## src/hdl/nic_reg_pkg.sv

```systemverilog
package nic_reg_pkg;

	// Host register byte offsets
	localparam logic [31:0] REG_CTRL = 32'h0000_0000;
	localparam logic [31:0] REG_MDIC = 32'h0000_0020;
	localparam logic [31:0] REG_ICR = 32'h0000_00C0;
	localparam logic [31:0] REG_ICS = 32'h0000_00C8;
	localparam logic [31:0] REG_IMS = 32'h0000_00D0;
	localparam logic [31:0] REG_IMC = 32'h0000_00D8;

	// MDIC field layout
	localparam int MDIC_DATA_LSB = 0;
	localparam int MDIC_DATA_W = 16;
	localparam int MDIC_REG_LSB = 16;
	localparam int MDIC_REG_W = 5;
	localparam int MDIC_OP_LSB = 26;
	localparam int MDIC_OP_W = 2;
	localparam int MDIC_READY_BIT = 28;
	localparam int MDIC_ERR_BIT = 30;

	// Clause-22 opcodes
	localparam logic [1:0] MDIO_OP_WRITE = 2'b01;
	localparam logic [1:0] MDIO_OP_READ = 2'b10;

	// Only one PHY sits on the management bus
	localparam logic [4:0] PHY_ADDR = 5'b00001;
	// aclk cycles per MDC half period
	localparam int MDC_DIV = 2;
	localparam int CTRL_PHY_RST_BIT = 31;
	localparam logic [1:0] AXI_RESP_OKAY = 2'b00;

endpackage

```

## src/hdl/nic_intr_pkg.sv

```systemverilog
package nic_intr_pkg;

	// Width of ICR, ICS, IMS and IMC
	localparam int INTR_W = 32;

	// Cause bit positions in ICR
	// MDIO access complete
	localparam int INTR_MDAC = 9;
	// PHY interrupt pin
	localparam int INTR_PHYINT = 12;

endpackage

```

## src/hdl/mdio_req_if.sv

```systemverilog
`timescale 1ns/1ps

interface mdio_req_if
	import nic_reg_pkg::*;
();
	// Request side, taken from the MDIC image
	logic start;
	logic [MDIC_OP_W-1:0] op;
	logic [MDIC_REG_W-1:0] reg_addr;
	logic [MDIC_DATA_W-1:0] wdata;

	// Completion side
	logic [MDIC_DATA_W-1:0] rdata;
	logic busy;
	logic done;

	modport master (
		output start, op, reg_addr, wdata,
		input rdata, busy, done
	);

	modport slave (
		input start, op, reg_addr, wdata,
		output rdata, busy, done
	);

endinterface

```

## src/hdl/intr_reg_if.sv

```systemverilog
`timescale 1ns/1ps

interface intr_reg_if
	import nic_intr_pkg::*;
();
	// Byte-masked host write data
	logic [INTR_W-1:0] wdata;
	// One-cycle strobes from the register decode
	logic ics_wr;
	logic ims_wr;
	logic imc_wr;
	logic icr_rd;

	// Current cause and mask images
	logic [INTR_W-1:0] icr;
	logic [INTR_W-1:0] ims;

	modport master (
		output wdata, ics_wr, ims_wr, imc_wr, icr_rd,
		input icr, ims
	);

	modport slave (
		input wdata, ics_wr, ims_wr, imc_wr, icr_rd,
		output icr, ims
	);

endinterface

```

## src/hdl/nic_regs.sv

```systemverilog
`timescale 1ns/1ps

module nic_regs
	import nic_reg_pkg::*;
	import nic_intr_pkg::*;
(
	input logic aclk,
	input logic rst_i,
	// AXI4-Lite slave
	input logic [31:0] awaddr_i,
	input logic awvalid_i,
	output logic awready_o,
	input logic [31:0] wdata_i,
	input logic [3:0] wstrb_i,
	input logic wvalid_i,
	output logic wready_o,
	output logic [1:0] bresp_o,
	output logic bvalid_o,
	input logic bready_i,
	input logic [31:0] araddr_i,
	input logic arvalid_i,
	output logic arready_o,
	output logic [31:0] rdata_o,
	output logic [1:0] rresp_o,
	output logic rvalid_o,
	input logic rready_i,
	output logic [31:0] ctrl_o,
	mdio_req_if.master mdio,
	intr_reg_if.master intr
);
	logic wr_acc;
	logic rd_acc;
	logic wr_mdic;
	logic mdic_idle;
	logic start_q;
	logic [31:0] ctrl_q;
	logic [31:0] mdic_q;
	logic [31:0] mdic_wr;
	logic [31:0] intr_wdata;
	logic [31:0] rd_mux;

	// Byte-lane merge of host data over an old value
	function automatic logic [31:0] apply_strb(input logic [31:0] old_val,
		input logic [31:0] new_val, input logic [3:0] strb);
		logic [31:0] res;
		res = old_val;
		for (int i = 0; i < 4; i++)
		begin
			if (strb[i])
				res[8*i +: 8] = new_val[8*i +: 8];
		end
		return res;
	endfunction

	// Address and data accepted together, one write in flight
	assign wr_acc = awvalid_i && wvalid_i && !bvalid_o;
	assign awready_o = wr_acc;
	assign wready_o = wr_acc;
	assign bresp_o = AXI_RESP_OKAY;

	// Single outstanding read
	assign rd_acc = arvalid_i && !rvalid_o;
	assign arready_o = rd_acc;
	assign rresp_o = AXI_RESP_OKAY;

	// New MDIO command only with ready set and the master idle
	assign mdic_idle = mdic_q[MDIC_READY_BIT] && !mdio.busy;
	assign wr_mdic = wr_acc && (awaddr_i == REG_MDIC);
	assign mdic_wr = apply_strb(mdic_q, wdata_i, wstrb_i);

	always_ff @(posedge aclk)
	begin
		if (rst_i)
		begin
			bvalid_o <= 1'b0;
			ctrl_q <= '0;
			mdic_q <= '0;
			mdic_q[MDIC_READY_BIT] <= 1'b1;
			start_q <= 1'b0;
		end
		else
		begin
			start_q <= 1'b0;
			if (wr_acc)
				bvalid_o <= 1'b1;
			else if (bready_i)
				bvalid_o <= 1'b0;
			if (wr_acc && (awaddr_i == REG_CTRL))
				ctrl_q <= apply_strb(ctrl_q, wdata_i, wstrb_i);
			// Completion wins over a colliding host write
			if (mdio.done)
			begin
				mdic_q[MDIC_READY_BIT] <= 1'b1;
				if (mdic_q[MDIC_OP_LSB +: MDIC_OP_W] == MDIO_OP_READ)
					mdic_q[MDIC_DATA_LSB +: MDIC_DATA_W] <= mdio.rdata;
			end
			else if (wr_mdic && mdic_idle)
			begin
				mdic_q <= mdic_wr;
				mdic_q[MDIC_READY_BIT] <= 1'b0;
				mdic_q[MDIC_ERR_BIT] <= 1'b0;
				start_q <= 1'b1;
			end
			else if (wr_mdic)
				mdic_q[MDIC_ERR_BIT] <= 1'b1;  // dropped while busy
		end
	end

	assign ctrl_o = ctrl_q;

	// Request fields straight from the MDIC image
	assign mdio.start = start_q;
	assign mdio.op = mdic_q[MDIC_OP_LSB +: MDIC_OP_W];
	assign mdio.reg_addr = mdic_q[MDIC_REG_LSB +: MDIC_REG_W];
	assign mdio.wdata = mdic_q[MDIC_DATA_LSB +: MDIC_DATA_W];

	// Interrupt register strobes
	assign intr_wdata = apply_strb('0, wdata_i, wstrb_i);
	assign intr.wdata = intr_wdata[INTR_W-1:0];
	assign intr.ics_wr = wr_acc && (awaddr_i == REG_ICS);
	assign intr.ims_wr = wr_acc && (awaddr_i == REG_IMS);
	assign intr.imc_wr = wr_acc && (awaddr_i == REG_IMC);
	// ICR is captured below in the same cycle it clears
	assign intr.icr_rd = rd_acc && (araddr_i == REG_ICR);

	// Read decode, write-only and unmapped read as zero
	always_comb
	begin
		case (araddr_i)
			REG_CTRL: rd_mux = ctrl_q;
			REG_MDIC: rd_mux = mdic_q;
			REG_ICR: rd_mux = 32'(intr.icr);
			REG_IMS: rd_mux = 32'(intr.ims);
			default: rd_mux = '0;
		endcase
	end

	always_ff @(posedge aclk)
	begin
		if (rst_i)
			rvalid_o <= 1'b0;
		else if (rd_acc)
			rvalid_o <= 1'b1;
		else if (rready_i)
			rvalid_o <= 1'b0;
	end

	always_ff @(posedge aclk)
	begin
		if (rd_acc)
			rdata_o <= rd_mux;
	end

endmodule

```

## src/hdl/intr_ctrl.sv

```systemverilog
`timescale 1ns/1ps

module intr_ctrl
	import nic_intr_pkg::*;
(
	input logic aclk,
	input logic rst_i,
	intr_reg_if.slave regs,
	input logic mdac_i,
	input logic phyint_i,
	output logic intr_o
);
	logic [INTR_W-1:0] hw_set;
	logic [INTR_W-1:0] cause_set;
	logic [INTR_W-1:0] icr_q;
	logic [INTR_W-1:0] ims_q;

	// Hardware cause pulses mapped to ICR bits
	always_comb
	begin
		hw_set = '0;
		hw_set[INTR_MDAC] = mdac_i;
		hw_set[INTR_PHYINT] = phyint_i;
	end

	// Software set through ICS
	assign cause_set = hw_set | (regs.ics_wr ? regs.wdata : '0);

	always_ff @(posedge aclk)
	begin
		if (rst_i)
		begin
			icr_q <= '0;
			ims_q <= '0;
			intr_o <= 1'b0;
		end
		else
		begin
			// Clear on read, new causes in the same cycle survive
			if (regs.icr_rd)
				icr_q <= cause_set;
			else
				icr_q <= icr_q | cause_set;
			// Mask set and clear by separate registers
			if (regs.ims_wr)
				ims_q <= ims_q | regs.wdata;
			else if (regs.imc_wr)
				ims_q <= ims_q & ~regs.wdata;
			// One cycle behind the cause image
			intr_o <= |(icr_q & ims_q);
		end
	end

	assign regs.icr = icr_q;
	assign regs.ims = ims_q;

endmodule

```

## src/hdl/mdio_master.sv

```systemverilog
`timescale 1ns/1ps

module mdio_master
	import nic_reg_pkg::*;
(
	input logic aclk,
	input logic rst_i,
	mdio_req_if.slave req,
	output logic mdc_o,
	output logic mdio_o,
	output logic mdio_oe_o,
	input logic mdio_i
);
	logic [$clog2(MDC_DIV + 1)-1:0] div_cnt;
	logic [5:0] bit_cnt;
	logic [5:0] next_bit;
	logic [63:0] shift_q;
	logic [MDIC_DATA_W-1:0] rdata_q;
	logic rd_frame;
	logic busy_q;
	logic done_q;
	logic tick;

	// Half-period tick, MDC only runs during a frame
	assign tick = busy_q && (div_cnt == MDC_DIV - 1);
	assign next_bit = bit_cnt + 6'd1;

	always_ff @(posedge aclk)
	begin
		if (rst_i)
		begin
			busy_q <= 1'b0;
			done_q <= 1'b0;
			mdc_o <= 1'b0;
			mdio_oe_o <= 1'b0;
			div_cnt <= '0;
			bit_cnt <= '0;
			rd_frame <= 1'b0;
			// Idle line level is high
			shift_q <= '1;
		end
		else
		begin
			done_q <= 1'b0;
			if (req.start && !busy_q)
			begin
				busy_q <= 1'b1;
				div_cnt <= '0;
				bit_cnt <= '0;
				mdc_o <= 1'b0;
				mdio_oe_o <= 1'b1;
				rd_frame <= (req.op == MDIO_OP_READ);
				// Preamble, ST, OP, PHYAD, REGAD, TA, DATA
				shift_q <= {32'hFFFF_FFFF, 2'b01, req.op, PHY_ADDR, req.reg_addr,
					2'b10, req.wdata};
			end
			else if (busy_q)
			begin
				div_cnt <= tick ? '0 : div_cnt + 1'b1;
				if (tick && !mdc_o)
					mdc_o <= 1'b1;
				else if (tick)
				begin
					// Falling edge moves to the next bit
					mdc_o <= 1'b0;
					if (bit_cnt == 6'd63)
					begin
						busy_q <= 1'b0;
						done_q <= 1'b1;
						mdio_oe_o <= 1'b0;
						shift_q <= '1;
					end
					else
					begin
						bit_cnt <= next_bit;
						shift_q <= {shift_q[62:0], 1'b1};
						// Release from turnaround (bit 46) in reads
						if (rd_frame && next_bit >= 6'd46)
							mdio_oe_o <= 1'b0;
					end
				end
			end
		end
	end

	// Data bits 48 to 63 sampled on MDC rising edges
	always_ff @(posedge aclk)
	begin
		if (tick && !mdc_o && rd_frame && bit_cnt >= 6'd48)
			rdata_q <= {rdata_q[MDIC_DATA_W-2:0], mdio_i};
	end

	assign mdio_o = shift_q[63];
	assign req.rdata = rdata_q;
	assign req.busy = busy_q;
	assign req.done = done_q;

endmodule

```

## src/hdl/nic_ctrl_top.sv

```systemverilog
`timescale 1ns/1ps

module nic_ctrl_top
	import nic_reg_pkg::*;
(
	input logic aclk,
	input logic rst_i,
	// Host register port
	input logic [31:0] awaddr_i,
	input logic awvalid_i,
	output logic awready_o,
	input logic [31:0] wdata_i,
	input logic [3:0] wstrb_i,
	input logic wvalid_i,
	output logic wready_o,
	output logic [1:0] bresp_o,
	output logic bvalid_o,
	input logic bready_i,
	input logic [31:0] araddr_i,
	input logic arvalid_i,
	output logic arready_o,
	output logic [31:0] rdata_o,
	output logic [1:0] rresp_o,
	output logic rvalid_o,
	input logic rready_i,
	output logic intr_o,
	// Management bus
	output logic mdc_o,
	input logic mdio_i,
	output logic mdio_o,
	output logic mdio_oe_o,
	// PHY misc
	input logic phy_int_i,
	output logic phy_reset_o
);
	logic [31:0] ctrl;
	logic [1:0] phy_int_sync;
	logic phy_int_d;
	logic phyint_pulse;

	mdio_req_if mdio_req_inst ();
	intr_reg_if intr_reg_inst ();

	// Two-flop synchronizer and rising-edge detect on the PHY pin
	always_ff @(posedge aclk)
	begin
		if (rst_i)
		begin
			phy_int_sync <= '0;
			phy_int_d <= 1'b0;
		end
		else
		begin
			phy_int_sync <= {phy_int_sync[0], phy_int_i};
			phy_int_d <= phy_int_sync[1];
		end
	end

	assign phyint_pulse = phy_int_sync[1] && !phy_int_d;
	// PHY held in reset by software or by system reset
	assign phy_reset_o = ctrl[CTRL_PHY_RST_BIT] || rst_i;

	nic_regs nic_regs_inst (
		.*,
		.ctrl_o(ctrl),
		.mdio(mdio_req_inst.master),
		.intr(intr_reg_inst.master)
	);

	// MDAC raised by the completion pulse
	intr_ctrl intr_ctrl_inst (
		.aclk(aclk),
		.rst_i(rst_i),
		.regs(intr_reg_inst.slave),
		.mdac_i(mdio_req_inst.done),
		.phyint_i(phyint_pulse),
		.intr_o(intr_o)
	);

	mdio_master mdio_master_inst (
		.*,
		.req(mdio_req_inst.slave)
	);

endmodule

```

## config.mk

```make
export PLATFORM = sky130hd
export DESIGN_NAME = nic_ctrl_top
export DESIGN_NICKNAME = d
export VERILOG_FILES = /design/src/hdl/nic_reg_pkg.sv /design/src/hdl/nic_intr_pkg.sv /design/src/hdl/mdio_req_if.sv /design/src/hdl/intr_reg_if.sv /design/src/hdl/nic_regs.sv /design/src/hdl/intr_ctrl.sv /design/src/hdl/mdio_master.sv /design/src/hdl/nic_ctrl_top.sv
export SDC_FILE = /design/constraint.sdc
export NUM_CORES = 1
export LEC_CHECK = 0
export ABC_AREA = 0
export ABC_CLOCK_PERIOD_IN_PS = 2320
export BUFFER_PORTS_ARGS = -buffer_cell sky130_fd_sc_hd__buf_2
export CORE_MARGIN = 5
export CORE_UTILIZATION = 30
export CTS_CLUSTER_DIAMETER = 40
export DETAILED_ROUTE_END_ITERATION = 8
export GPL_TIMING_DRIVEN = 0
export SLEW_MARGIN = 20
export SYNTH_ARGS = -nofsm -noshare
export SYNTH_HDL_FRONTEND = slang
export SYNTH_SLANG_ARGS = --single-unit
```

## constraint.sdc

```tcl
create_clock -name aclk -period 2.32 [get_ports aclk]
set_clock_uncertainty 0.1 [all_clocks]
set_input_delay 0.464 -clock aclk [delete_from_list [all_inputs] [get_ports aclk]]
set_output_delay 0.464 -clock aclk [all_outputs]
set_load 0.02 [all_outputs]
```

# Word-level counts from Yosys, hierarchy flattened
# Index checks and enable logic that the tools add are counted.
op_classes:
  n_lt_le_gt_ge: 2
  add_sub_neg: 2
  n_bitwise: 11
  eq_ne: 12
  mux: 41
  reduce_logical: 55
op_table:
  columns: ["operator", "n"]
  rows:
  - ["two-way mux 32 bit", 8]
  - ["== test 32 x 8 -> 1 bit (second input constant)", 5]
  - ["case mux 32 bit (4 select lines)", 1]
  - ["bitwise AND 32 bit", 2]
  - ["== test 32 x 6 -> 1 bit (second input constant)", 2]
  - ["logical NOT 32 bit", 2]
  - ["two-way mux 64 bit", 1]
  - ["bitwise OR 32 bit", 2]
  - ["two-way mux 16 bit", 3]
  - ["two-way mux 8 bit", 6]
  - ["inverter 32 bit", 1]
  - ["bitwise OR 13 x 32 -> 32 bit", 1]
  - ["OR reduction 32 bit", 1]
  - ["two-way mux 1 bit", 21]
  - ["nonzero test 2 bit", 10]
  - ["logical AND 1 bit", 18]
  - ["AND reduction 3 bit", 6]
  - [">= comparator 6 bit (second input constant)", 2]
  - ["AND reduction 2 bit", 6]
  - ["AND reduction 4 bit", 2]
  - ["adder 6 x 1 -> 6 bit (second input constant)", 1]
  - ["== test 6 bit (second input constant)", 1]
  - ["logical NOT 1 bit", 5]
  - ["inverter 1 bit", 5]
  - ["10 further kinds", 11]
totals:
  register_bits: 260
  out_inout_bits: 46
  word_cells: 152
  input_bits: 109

# Depth between registers and ports, before layout
# Gate-level depths: netlist of run 1.
logic_depth:
  word_depth: 9
  ltp_mapped: 8
  ltp_nobuf: 6

# Hierarchy
# From an unflattened synthesis of run 1, not the netlist that was laid out.
hier_totals:
  cells_unflattened: 1097
  hier_area_um2: 11086.9
modules_own_cells:
  columns: ["module", "seq_area_each_um2", "cells_per_inst", "area_per_inst_um2", "instances"]
  rows:
  - ["nic_regs", 2302.2, 517, 5277.6, 1]
  - ["mdio_master", 2021.9, 305, 3311.9, 1]
  - ["intr_ctrl", 1301.2, 267, 2406.1, 1]
  - ["nic_ctrl_top", 60.1, 8, 91.3, 1]

# Least setup slack after synthesis of run 1
# Ideal clock, no wire load.
synth_timing:
  path_type: "register to register"
  startpoint: "register mdio_master_inst.busy_q (netlist: mdio_master_inst.req.busy)"
  endpoint: "register mdio_master_inst.rdata_q[0] (netlist: mdio_master_inst.req.rdata[0]), enable pin"
  arrival_time_ps: 1742
  slack_ps: 69
  synth_period_minus_slack_ps: 2251
  setup_time_ps: 409
  path_buffers: 1
  t_required_ps: 1811
  stages_incl_launch_ff: 4
  cell_sequence: "dfxtp_1 > buf_2 > nand2_1 > nor3_1"
synth_between:
  elab_chain_len: 4
synth_lines:
  columns: ["item", "line_no", "text"]
  rows:
  - ["from (decl)", "mdio_master.sv:20", "logic busy_q;"]
  - ["from (signal assigned)", "mdio_master.sv:32", "busy_q <= 1'b0;"]
  - ["from (signal assigned)", "mdio_master.sv:47", "busy_q <= 1'b1;"]
  - ["from (signal assigned)", "mdio_master.sv:68", "busy_q <= 1'b0;"]
  - ["logical AND 1 bit", "mdio_master.sv:25", "assign tick = busy_q && (div_cnt == MDC_DIV - 1);"]
  - ["logical AND 1 bit (3 in series)", "mdio_master.sv:89", "if (tick && !mdc_o && rd_frame && bit_cnt >= 6'd48)"]
  - ["to (signal assigned)", "mdio_master.sv:90", "rdata_q <= {rdata_q[MDIC_DATA_W-2:0], mdio_i};"]
  - ["to (decl)", "mdio_master.sv:18", "logic [MDIC_DATA_W-1:0] rdata_q;"]
# Every way passes these cells.
# A chain may end at the register's enable or synchronous reset.

# Final worst setup path of run 1
layout_timing:
  startpoint: "input port rst_i"
  endpoint: "output port phy_reset_o"
layout_between:
  elab_chain_len: 1
layout_lines:
  columns: ["item", "line_no", "text"]
  rows:
  - ["from (decl)", "nic_ctrl_top.sv:7", "input logic rst_i,"]
  - ["logical OR 1 bit", "nic_ctrl_top.sv:61", "assign phy_reset_o = ctrl[CTRL_PHY_RST_BIT] || rst_i;"]
  - ["to (decl)", "nic_ctrl_top.sv:34", "output logic phy_reset_o"]
# Every way passes these cells.

==> results by group, run 1 <==
Critical path
  – Critical R2R Capture: nic_regs_inst.mdic_q[9]
  – Worst reg2reg path depth: 7
  – R2R Setup Slk: 0.10 ns
  – CP max-delay cell: clkbuf_1
  – CP delay by family, top: buffers and inverters
  – Max stage delay on crit path: 0.46 ns
  – Most Frequent Cell on Critical Path: clkbuf_1
  – CP max FO: 10
  – Worst EP arrival: 1.68 ns
  – CP Capture Type: primary output
  – Worst-path cell chain: clkbuf_1 -> clkbuf_1 -> or2_2 -> buf_2
  – Kind of critical path: in2out
  – Buf+Inv Stages, Crit Path: 3
  – Worst reg2reg startpoint: mdio_master_inst.req.done
  – Worst path required time: 1.76 ns
  – CP Launch Type: primary input

Clocking
  – Later-pin clock latency in the skew report: 0.52 ns
  – Clk root buf: clkbuf_16
  – CTS tree: built
  – H-tree levels: 2
  – CTS Sinks: 260
  – Clock slew at reported path FFs: 0.05 ns
  – CTS max path bufs: 3
  – TritonCTS buffer count: 37

STA
  – Headroom to the max-slew limit: 33.0%
  – Setup ws final: 0.0747 ns
  – Fmax: 445 MHz
  – Fin. max-slew vios: 0
  – Slew at the pin with the worst max-slew slack: 1.00 ns
  – Hold Violations, Final: 0
  – Final setup viols: 0
  – Setup TNS: 0 ns
  – Crit share post-route: 96.8%
  – Worst hold slack: 0.0588 ns
  – Crit path time final: 2.25 ns

Synth
  – Mapped Area: 10,800 µm²
  – Yosys Warn Count: 0
  – Most common flop cell mapped by yosys: dfxtp_1
  – Synth cell types: 54
  – Post-Synth Simple-Gate Area: 14.9%
  – Complex-gate fraction of the synthesized area: 19.6%
  – Xor/xnor share of the synthesized area: 0.651%
  – Combinational family with the most area after synthesis: compound AO/OA/AOI/OAI gates
  – Avg Inst Size Synth: 10.5 µm²
  – Post-synthesis mux area share: 7.25%
  – Async SR Flop Fraction: 0%
  – Adder-Cell Fraction of Synth Area: 0.232%
  – EDFF count, synth: 48
  – Seq/Total Area, Yosys: 52.8%
  – Gate Count Post-Synth: 1,030
  – Synth Register Bits: 260

Global route
  – Total Routing Usage GR: 15.6%
  – Gr ovfl total: 0
  – First-pass GRT wire length: 48.9 mm
  – Antenna violations before repair: 7
  – Number of global-route vias before repair: 8,521
  – Largest net degree at the start of global routing: 34

Place
  – Global placement routability congestion: 0.904
  – Input/output buffers: 147
  – Pre-CTS setup slack: -0.680 ns
  – Dpl cells: 1,642
  – Post-DP HPWL: 23.9 mm

Floorplan
  – Row count: 69
  – Die area: 39,800 µm²
  – Io pins: 155
  – Chip height: 199 µm
  – Initial Utilization: 30.3%
  – Area of the core: 35,500 µm²
  – Die X: 199 µm

Detailed routing
  – Metal2 WL: 14.0 mm
  – Top sig layer: met5
  – DRC violations left: 0
  – Routed Antenna Nets: 0
  – Metal-1 WL: 14.8 mm
  – Via/cell ratio: 5.25
  – Routed length on met3: 2.62 mm
  – DR iter-0 viols: 713
  – Routed WL: 32.0 mm
  – 1st-pass router iterations: 5
  – Post-DR wirelength/cell: 18.6 µm
  – Via count: 9,037

Hold path
  – Hold path depth: 1
  – Hold Crit Start: mdio_i
  – Kind of path behind the tightest hold check: in2reg
  – Hold endpoint: mdio_master_inst.req.rdata[0]

Pwr
  – Leakage power: 5.48 nW
  – PwrDens: 800 nW/µm²
  – Tot Pwr: 10.9 mW
  – VDD IR max: 0.573 mV

Finish
  – Area of the multi-input gates: 4690 µm²
  – Area delta synth->final: 26.4%
  – Finished Layout Cells: 1,722
  – Final #Nets: 1,342
  – FILL cells: 3,457
  – Share of layout cells above drive strength 1: 24.7%
  – Register area: 5690 µm²

Job
  – Max Cap Violations: 0

Run status
  – Run status: complete, no violations
[cell usage after synthesis (all sizes together), types with 2 or more instances]
library cell	n	area share (%)
a311oi	34	2.8
a22oi	61	4.3
or3	2	0.12
and4	2	0.16
nand2	78	2.7
xor2	5	0.41
clkbuf	47	1.6
inv	34	1.2
a22o	28	2.3
a41oi	2	0.16
nor2b	22	1.3
a21oi	41	1.9
a2bb2oi	6	0.49
a211oi	17	1.9
mux2i	78	7.3
dfxtp	212	39
ha	2	0.23
a221oi	20	1.6
o22ai	36	2.1
nor4	24	3.1
nor2	68	2.4
nand4b	2	0.16
and2	6	0.35
and3	4	0.23
edfxtp	48	13
nor3	9	0.42
nand3	43	2.1
nand2b	5	0.29
nand4	12	1.1
xnor2	3	0.24
or4	2	0.14
o21ai	36	1.7
buf	31	1.7
a31oi	2	0.12
[per-layer routing]
layer | vias up | GRT usage (%)
li1 | 4285 | -
met1 | 4384 | 22.3
met2 | 304 | 23.8
met3 | 52 | 4.27
met4 | 12 | 3.19
met5 | - | 0
[what timing repair did]
action | in CTS | in global routing
endpoints found under the setup margin | 93 | 142
hold buffers | 0 | 0
setup buffers | 5 | 6
gates resized for setup | 14 | 27
pin swaps | 4 | 4
[cells in the final DEF (no fill, tap or decap), types with 31 or more instances in the layout]
master / n
clkbuf_1: 42
a22oi_1: 61
mux2i_1: 78
clkbuf_16: 39
nor2_1: 68
buf_2: 161
inv_1: 32
nand3_1: 39
nand2_1: 77
edfxtp_1: 48
dfxtp_1: 212
a21oi_1: 41
o22ai_1: 36
a311oi_1: 34
o21ai_1: 31
[worst max path at each step]
stage               slack (ns)                         from  depth (start not counted)                             to
floorplan                 0.07    mdio_master_inst.req.busy                          3  mdio_master_inst.req.rdata[0]
finish                    0.07                        rst_i                          4                    phy_reset_o
detailed placement       -0.68                  araddr_i[2]                          7       nic_regs_inst.rdata_o[2]
global route            -0.004    mdio_master_inst.req.done                          7        nic_regs_inst.mdic_q[4]
CTS                      0.002  mdio_master_inst.bit_cnt[0]                          8   mdio_master_inst.shift_q[37]
global placement         -0.69                  araddr_i[2]                          7       nic_regs_inst.rdata_o[2]
[stage by stage]
step | utilization [%] | area, µm²
floorplan | - | 10800
global placement | 34.1 | 12100
detailed placement | 34.1 | 12100
CTS | 38.0 | 13500
global route | 38.4 | 13600
finish | 38.4 | 13600
[where the power goes]
part           internal, mW  total [mW]  switching (mW)
combinational         0.160       0.476           0.316
clock                  3.62        5.78            2.16
sequential             4.63        4.64         0.00965
[layout make-up]
| class | count | area share (%) |
|---|---|---|
| Tap cell | 461 | 4.24 |
| Buffer | 78 | 2.81 |
| Antenna cell | 1 | 0.0184 |
| Multi-Input combinational cell | 661 | 34.5 |
| Clock inverter | 23 | 2.08 |
| Sequential cell | 260 | 41.8 |
| Inverter | 34 | 1.13 |
| Clock buffer | 45 | 7.41 |
| Timing Repair Buffer | 159 | 6.07 |
[cells by family (layout without fill, tap and decap cells)]
logic type	Yosys count	after routing
adder cells (fa/ha/maj)	2	2
other	1	5
multiplexers	78	78
XOR/XNOR	8	8
buffers and inverters	112	339
AO/OA/AOI/OAI	286	286
AND/OR/NAND/NOR	283	283
flip-flops	260	260
Note: power is estimated with default switching activity, not from simulation.
==> run 2: changes to the inputs <==
--- a/config.mk
+++ b/config.mk
@@ -13,7 +13,9 @@
 export CTS_CLUSTER_DIAMETER = 40
 export DETAILED_ROUTE_END_ITERATION = 8
 export GPL_TIMING_DRIVEN = 0
+export RECOVER_POWER = 100
 export SLEW_MARGIN = 20
 export SYNTH_ARGS = -nofsm -noshare
 export SYNTH_HDL_FRONTEND = slang
+export SYNTH_HIERARCHICAL = 1
 export SYNTH_SLANG_ARGS = --single-unit
==> results by group, run 2 <==
Run status
  – Run status: complete, but fails checks
  – Failing checks: negative setup slack

Critical path
  – Worst path required time: 2.59 ns
  – R2R Setup Slk: 0.03 ns
  – CP Capture Type: register
  – CP Launch Type: primary input
  – Worst EP arrival: 2.60 ns
  – Worst reg2reg path depth: 6
  – Max stage delay on crit path: 0.52 ns
  – Kind of critical path: in2reg
  – Most Frequent Cell on Critical Path: or4_4
  – Crit. Startpoint: awaddr_i[23]
  – Worst-path cell chain: buf_2 -> or4_4 -> or3_4 -> buf_4 -> or4_4 -> a221oi_1 -> a211oi_2
  – Critical R2R Capture: nic_regs_inst/mdic_q[5]
  – CP max FO: 5
  – Worst reg2reg startpoint: nic_regs_inst/bvalid_o
  – CP max-delay cell: or4_4

STA
  – Final setup viols: 1
  – Hold Violations, Final: 0
  – Setup TNS: -0.00770 ns
  – Fin. max-slew vios: 0
  – Crit share post-route: 100%
  – Slew at the pin with the worst max-slew slack: 1.21 ns
  – Fmax: 430 MHz
  – Setup ws final: -0.00770 ns
  – Crit path time final: 2.33 ns
  – Headroom to the max-slew limit: 18.7%

Detailed routing
  – Routed WL: 35.3 mm
  – Metal-1 WL: 16.3 mm
  – Routed length on met3: 2.98 mm
  – Post-DR wirelength/cell: 19.6 µm
  – Routed Antenna Nets: 0
  – Via count: 9,350
  – Metal2 WL: 15.1 mm
  – Via/cell ratio: 5.18
  – Top sig layer: met5
  – DRC violations left: 0
  – DR iter-0 viols: 830
  – 1st-pass router iterations: 5

Hold path
  – Hold Crit Start: rready_i
  – Hold endpoint: nic_regs_inst/rvalid_o
  – Hold path depth: 2
  – Kind of path behind the tightest hold check: in2reg

Synth
  – Gate Count Post-Synth: 1,097
  – Synth top area cells: dfxtp_1 (38%), edfxtp_1 (13%), mux2i_1 (9.9%)
  – Cell taking the most area after synthesis: dfxtp_1
  – Top cell type's share of synthesized area: 38.3%
  – Synth Register Bits: 260
  – EDFF count, synth: 48
  – Async SR Flop Fraction: 0%
  – Mapped Area: 11,100 µm²
  – Avg Inst Size Synth: 10.1 µm²
  – Synth cell types: 59
  – Seq/Total Area, Yosys: 51.3%
  – Yosys Warn Count: 6
  – Most frequent cell after synthesis: dfxtp_1
  – Post-synth top cells: dfxtp_1 (212), nor2_1 (127), mux2i_1 (110), a22oi_1 (97), nand2_1 (70)
  – Most common flop cell mapped by yosys: dfxtp_1

Clocking
  – Later-pin clock latency in the skew report: 0.53 ns
  – CTS max path bufs: 3
  – CTS Sinks: 260
  – Clk root buf: clkbuf_16
  – Clock slew at reported path FFs: 0.06 ns
  – CTS tree: built
  – TritonCTS buffer count: 37
  – H-tree levels: 2

Finish
  – Area of the multi-input gates: 5030 µm²
  – Finished Layout Cells: 1,806
  – Final core utilization: 38.4%
  – Register area: 5690 µm²
  – Commonest non-fill, non-tap cell in the layout: dfxtp_1
  – Area delta synth->final: 26.6%
  – FILL cells: 3,614
  – Most frequent cells in the layout: dfxtp_1 (209), nor2_1 (125), buf_2 (116), mux2i_1 (110), a22oi_1 (96)
  – Final #Nets: 1,423
  – Share of layout cells above drive strength 1: 23.0%

Global route
  – Total Routing Usage GR: 16.5%
  – Antenna violations before repair: 3
  – Number of global-route vias before repair: 9,111
  – First-pass GRT wire length: 53.8 mm
  – Gr ovfl total: 0
  – Largest net degree at the start of global routing: 18

Floorplan
  – Initial Utilization: 30.4%
  – Row count: 70
  – Chip height: 202 µm
  – Io pins: 155
  – Die X: 202 µm
  – Die area: 40,900 µm²
  – Area of the core: 36,500 µm²

Place
  – Input/output buffers: 148
  – Post-DP HPWL: 24.8 mm
  – Dpl cells: 1,717
  – Global placement routability congestion: 0.884

Pwr
  – VDD IR max: 0.375 mV
  – PwrDens: 737 nW/µm²
  – Leakage power: 5.26 nW

Job
  – Max Cap Violations: 0
[run 2: changes by cell type after synthesis, moves of 23 or more]
cell / change
mux2i_1: +32
a22oi_1: +36
o21ai_1: -33
a21oi_1: -33
nor2_1: +59
and2_1: +27
o22a_1: +35
a311oi_1: -32
buf_4: +23
a22o_1: -28
[run 2: cells by family (layout without fill, tap and decap cells)]
group / after synthesis / count (layout) / share of synthesized area (%)
muxes: 110 / 110 / 9.93
buffers and inverters: 128 / 361 / 5.91
adders and majority gates: 2 / 2 / 0.226
other: 1 / 5 / 0.0338
and+or+nand+nor: 366 / 370 / 16.7
xor gates and xnor gates: 4 / 4 / 0.316
DFF: 260 / 260 / 51.3
AOI/OAI and AO/OA: 226 / 226 / 15.6
[run 2: how the worst max path moves through the flow]
stage / cells past startpoint / slack (ns) / to
after floorplan: 8 / -0.46 / nic_regs_inst/mdic_q[10]
after global placement: 10 / -0.83 / register
after detailed placement: 11 / -0.90 / register
after CTS: 8 / -0.01 / nic_regs_inst/mdic_q[4]
after global routing: 11 / -0.009 / register
final: 7 / -0.008 / nic_regs_inst/mdic_q[5]
[run 2: worst max-delay path, delay by kind of cell]
kind                   cells  cell delay, ns
and+or+nand+nor            3            1.41
buffers and inverters      2            0.27
AOI/OAI and AO/OA          2            0.46
[run 2: layer usage]
layer  up-vias  GRT usage (%)
met5         -              0
met4         6           5.12
met3        65           4.51
met2       349           24.4
met1      4502           23.6
li1       4428              -
[run 2: power by group]
part / internal (mW) / switching, mW
logic: 0.171 / 0.325
registers: 4.63 / 0.0145
clock network: 3.12 / 2.09
total: 7.92 / 2.43
[run 2: area by class of cell]
| cell class | instances | share of cell area [%] |
|---|---|---|
| plain buffers | 99 | 4.02 |
| repair buffers | 175 | 6.69 |
| well taps | 468 | 4.17 |
| clock buffers | 47 | 7.23 |
| diodes | 1 | 0.0178 |
| flip-flops and latches | 260 | 40.5 |
| clock inverters | 17 | 0.873 |
| inverters | 23 | 0.615 |
| multi-input cells | 716 | 35.9 |
[run 2: stage by stage]
| stage | power (mW) | hold WS [ns] | setup slack, ns | area (µm²) |
|---|---|---|---|---|
| after detailed placement | 5.20 | 0.338 | -0.896 | 12500 |
| after floorplan | 4.97 | 0.314 | -0.456 | 11200 |
| after global placement | 5.20 | 0.330 | -0.834 | 12500 |
| after CTS | 10.5 | 0.0171 | -0.0147 | 13900 |
| after global routing | 10.7 | 0.0397 | -0.00915 | 14000 |
| final | 10.3 | 0.0480 | -0.00770 | 14000 |
[run 2: what timing repair did]
action / CTS / global route
setup buffers: 9 / 14
gates cloned: 2 / 5
pin swaps: 8 / 18
resized for setup: 40 / 29
hold buffers: 0 / 0
endpoints found under the setup margin: 109 / 78
hold endpoints to repair: 0 / 0
==> run 3: changes to the inputs <==
--- a/config.mk
+++ b/config.mk
@@ -6,7 +6,7 @@
 export NUM_CORES = 1
 export LEC_CHECK = 0
 export ABC_AREA = 0
-export ABC_CLOCK_PERIOD_IN_PS = 2320
+export ABC_CLOCK_PERIOD_IN_PS = 2200
 export BUFFER_PORTS_ARGS = -buffer_cell sky130_fd_sc_hd__buf_2
 export CORE_MARGIN = 5
 export CORE_UTILIZATION = 30
==> constraint.sdc (replaced) <==
create_clock -name aclk -period 2.2 [get_ports aclk]
set_clock_uncertainty 0.1 [all_clocks]
set_input_delay 0.44 -clock aclk [delete_from_list [all_inputs] [get_ports aclk]]
set_output_delay 0.44 -clock aclk [all_outputs]
set_load 0.02 [all_outputs]
==> results by group, run 3 (synthesis gave the netlist of run 2 again) <==
Floorplan
  – Area of the core: 36,500 µm²
  – Initial Utilization: 30.4%
  – Die area: 40,900 µm²
  – Die X: 202 µm
  – Io pins: 155
  – Chip height: 202 µm
  – Row count: 70

STA
  – Unrepaired setup endpoints after global routing: true
  – Headroom to the max-slew limit: 19.8%
  – Fmax: 430 MHz
  – Setup ws final: -0.127 ns
  – Fin. max-slew vios: 0
  – Final setup viols: 56
  – Hold Violations, Final: 0
  – Crit share post-route: 106%
  – Crit path time final: 2.33 ns
  – Setup TNS: -3.07 ns
  – Slew at the pin with the worst max-slew slack: 1.20 ns

Critical path
  – CP Launch Type: register
  – CP max FO: 5
  – Worst reg2reg startpoint: nic_regs_inst/bvalid_o
  – CP Capture Type: register
  – R2R Setup Slk: -0.13 ns
  – Worst reg2reg path depth: 11
  – Worst path required time: 2.55 ns
  – Worst EP arrival: 2.68 ns
  – Kind of critical path: reg2reg
  – Critical R2R Capture: intr_ctrl_inst/regs.icr[11]

Global route
  – Number of global-route vias before repair: 9,493
  – Largest net degree at the start of global routing: 18
  – Antenna violations before repair: 3
  – Total Routing Usage GR: 16.9%
  – Gr ovfl total: 0
  – First-pass GRT wire length: 54.7 mm

Pwr
  – Tot Pwr: 11.3 mW
  – PwrDens: 761 nW/µm²
  – Clock share of power: 52.0%
  – VDD IR max: 0.371 mV
  – Comb pwr share: 4.9%
  – Leakage power: 5.69 nW
  – Sw Ratio: 24.3%
  – Seq pwr share: 43.1%
  – Sw Pwr: 2.76 mW
  – Total internal power: 8.59 mW

Detailed routing
  – Metal2 WL: 15.8 mm
  – Routed Antenna Nets: 0
  – Post-DR wirelength/cell: 19.8 µm
  – DR iter-0 viols: 831
  – Via/cell ratio: 5.27
  – Metal-1 WL: 16.6 mm
  – Via count: 9,626
  – DRC violations left: 0
  – Routed WL: 36.2 mm
  – Top sig layer: met5
  – 1st-pass router iterations: 5
  – Routed length on met3: 2.83 mm

Run status
  – Run status: complete, but fails checks
  – Failing checks: negative setup slack

Clocking
  – Clock slew at reported path FFs: 0.06 ns
  – TritonCTS buffer count: 38
  – CTS Sinks: 260
  – H-tree levels: 2
  – CTS max path bufs: 3
  – Later-pin clock latency in the skew report: 0.54 ns
  – Clk root buf: clkbuf_16
  – CTS tree: built

Finish
  – Commonest non-fill, non-tap cell in the layout: dfxtp_1
  – Final #Nets: 1,439
  – Area delta synth->final: 34.6%
  – Share of layout cells above drive strength 1: 31.8%
  – FILL cells: 3,500
  – Most frequent cells in the layout: dfxtp_1 (210), buf_2 (159), nor2_1 (125), mux2i_1 (109), nand2_1 (56)

Hold path
  – Hold Crit Start: wdata_i[23]
  – Hold endpoint: nic_regs_inst/ctrl_o[23]
  – Kind of path behind the tightest hold check: in2reg
  – Hold path depth: 3

Place
  – Global placement routability congestion: 0.879
  – Post-DP HPWL: 24.9 mm
  – Input/output buffers: 148

Job
  – Max Cap Violations: 0
-- run 3: cell count changes in the layout (fill, tap and decap cells not counted), sizes merged --
cell	before	now
clkinvlp	2	0
or2	3	2
bufinv	0	1
clkbuf	140	84
dlygate4sd3	0	2
inv	29	33
buf	181	248
clkinv	9	13
-- run 3: worst max-delay path by stage --
stage / startpoint / end / slack [ns] / cells past startpoint
after detailed placement: awaddr_i[20] / register / -0.96 / 10
after floorplan: awaddr_i[20] / nic_regs_inst/mdic_q[4] / -0.46 / 8
after global placement: awaddr_i[20] / register / -0.94 / 10
final: nic_regs_inst/bvalid_o / intr_ctrl_inst/regs.icr[11] / -0.13 / 11
after CTS: awaddr_i[28] / nic_regs_inst/mdic_q[13] / -0.17 / 8
after global routing: nic_regs_inst/bvalid_o / register / -0.23 / 11
-- run 3: stage by stage --
stage / cell area, µm² / util [%] / hold WS (ns) / worst slack, ns / std cells
2_1_floorplan: 11200 / - / 0.314 / -0.456 / 1100
3_3_place_gp: 12500 / 34.4 / 0.328 / -0.938 / 1716
3_5_place_dp: 12600 / 34.4 / 0.342 / -0.960 / 1717
4_1_cts: 14600 / 39.9 / 0.0481 / -0.171 / 1819
5_1_grt: 14900 / 40.8 / 0.0520 / -0.226 / 1824
6_report: 14900 / 40.8 / 0.0636 / -0.127 / 1825
-- run 3: power by group through the flow --
stage | Clock [mW] | Combinational (mW) | Sequential (mW)
final | 5.90 | 0.554 | 4.89
after CTS | 6.02 | 0.536 | 4.89
after global routing | 6.24 | 0.588 | 4.89
after detailed placement | 0 | 0.498 | 4.99
after global placement | 0 | 0.493 | 4.99
after floorplan | 0 | 0.211 | 5.03
-- run 3: critical path: stages (launching register included) --
cell and delay, ns:
dfxtp_2 0.32, nand3b_1 0.19, or3_4 0.46, buf_6 0.15, nor2_4 0.15, nand3_4 0.11
nor2_4 0.22, buf_6 0.14, buf_6 0.10, buf_8 0.11, a22oi_2 0.07, nor2_1 0.14
-- run 3: layout make-up --
class / instances / area (µm²) / share of cell area, %
repair buffers: 192 / 1280 / 8.61
plain buffers: 98 / 602 / 4.03
clock buffers: 44 / 1020 / 6.81
clock inverters: 24 / 229 / 1.53
diodes: 1 / 2.50 / 0.0168
flip-flops and latches: 260 / 5690 / 38.1
multi-input cells: 715 / 5420 / 36.4
well taps: 468 / 586 / 3.93
inverters: 23 / 86.3 / 0.579
-- run 3: repair_timing --
| action | CTS | global route |
|---|---|---|
| gates cloned | 10 | 0 |
| hold endpoints to repair | 2 | 0 |
| hold buffers | 2 | 0 |
| buffers inserted | 26 | 10 |
| endpoints found under the setup margin | 127 | 172 |
| resized for setup | 82 | 85 |
| pin swaps | 40 | 35 |
-- run 3: layer usage --
layer	vias to the layer above	GRT usage [%]
li1	4469	-
met1	4706	24.2
met2	386	25.1
met3	63	3.59
met4	2	6.01
met5	-	0
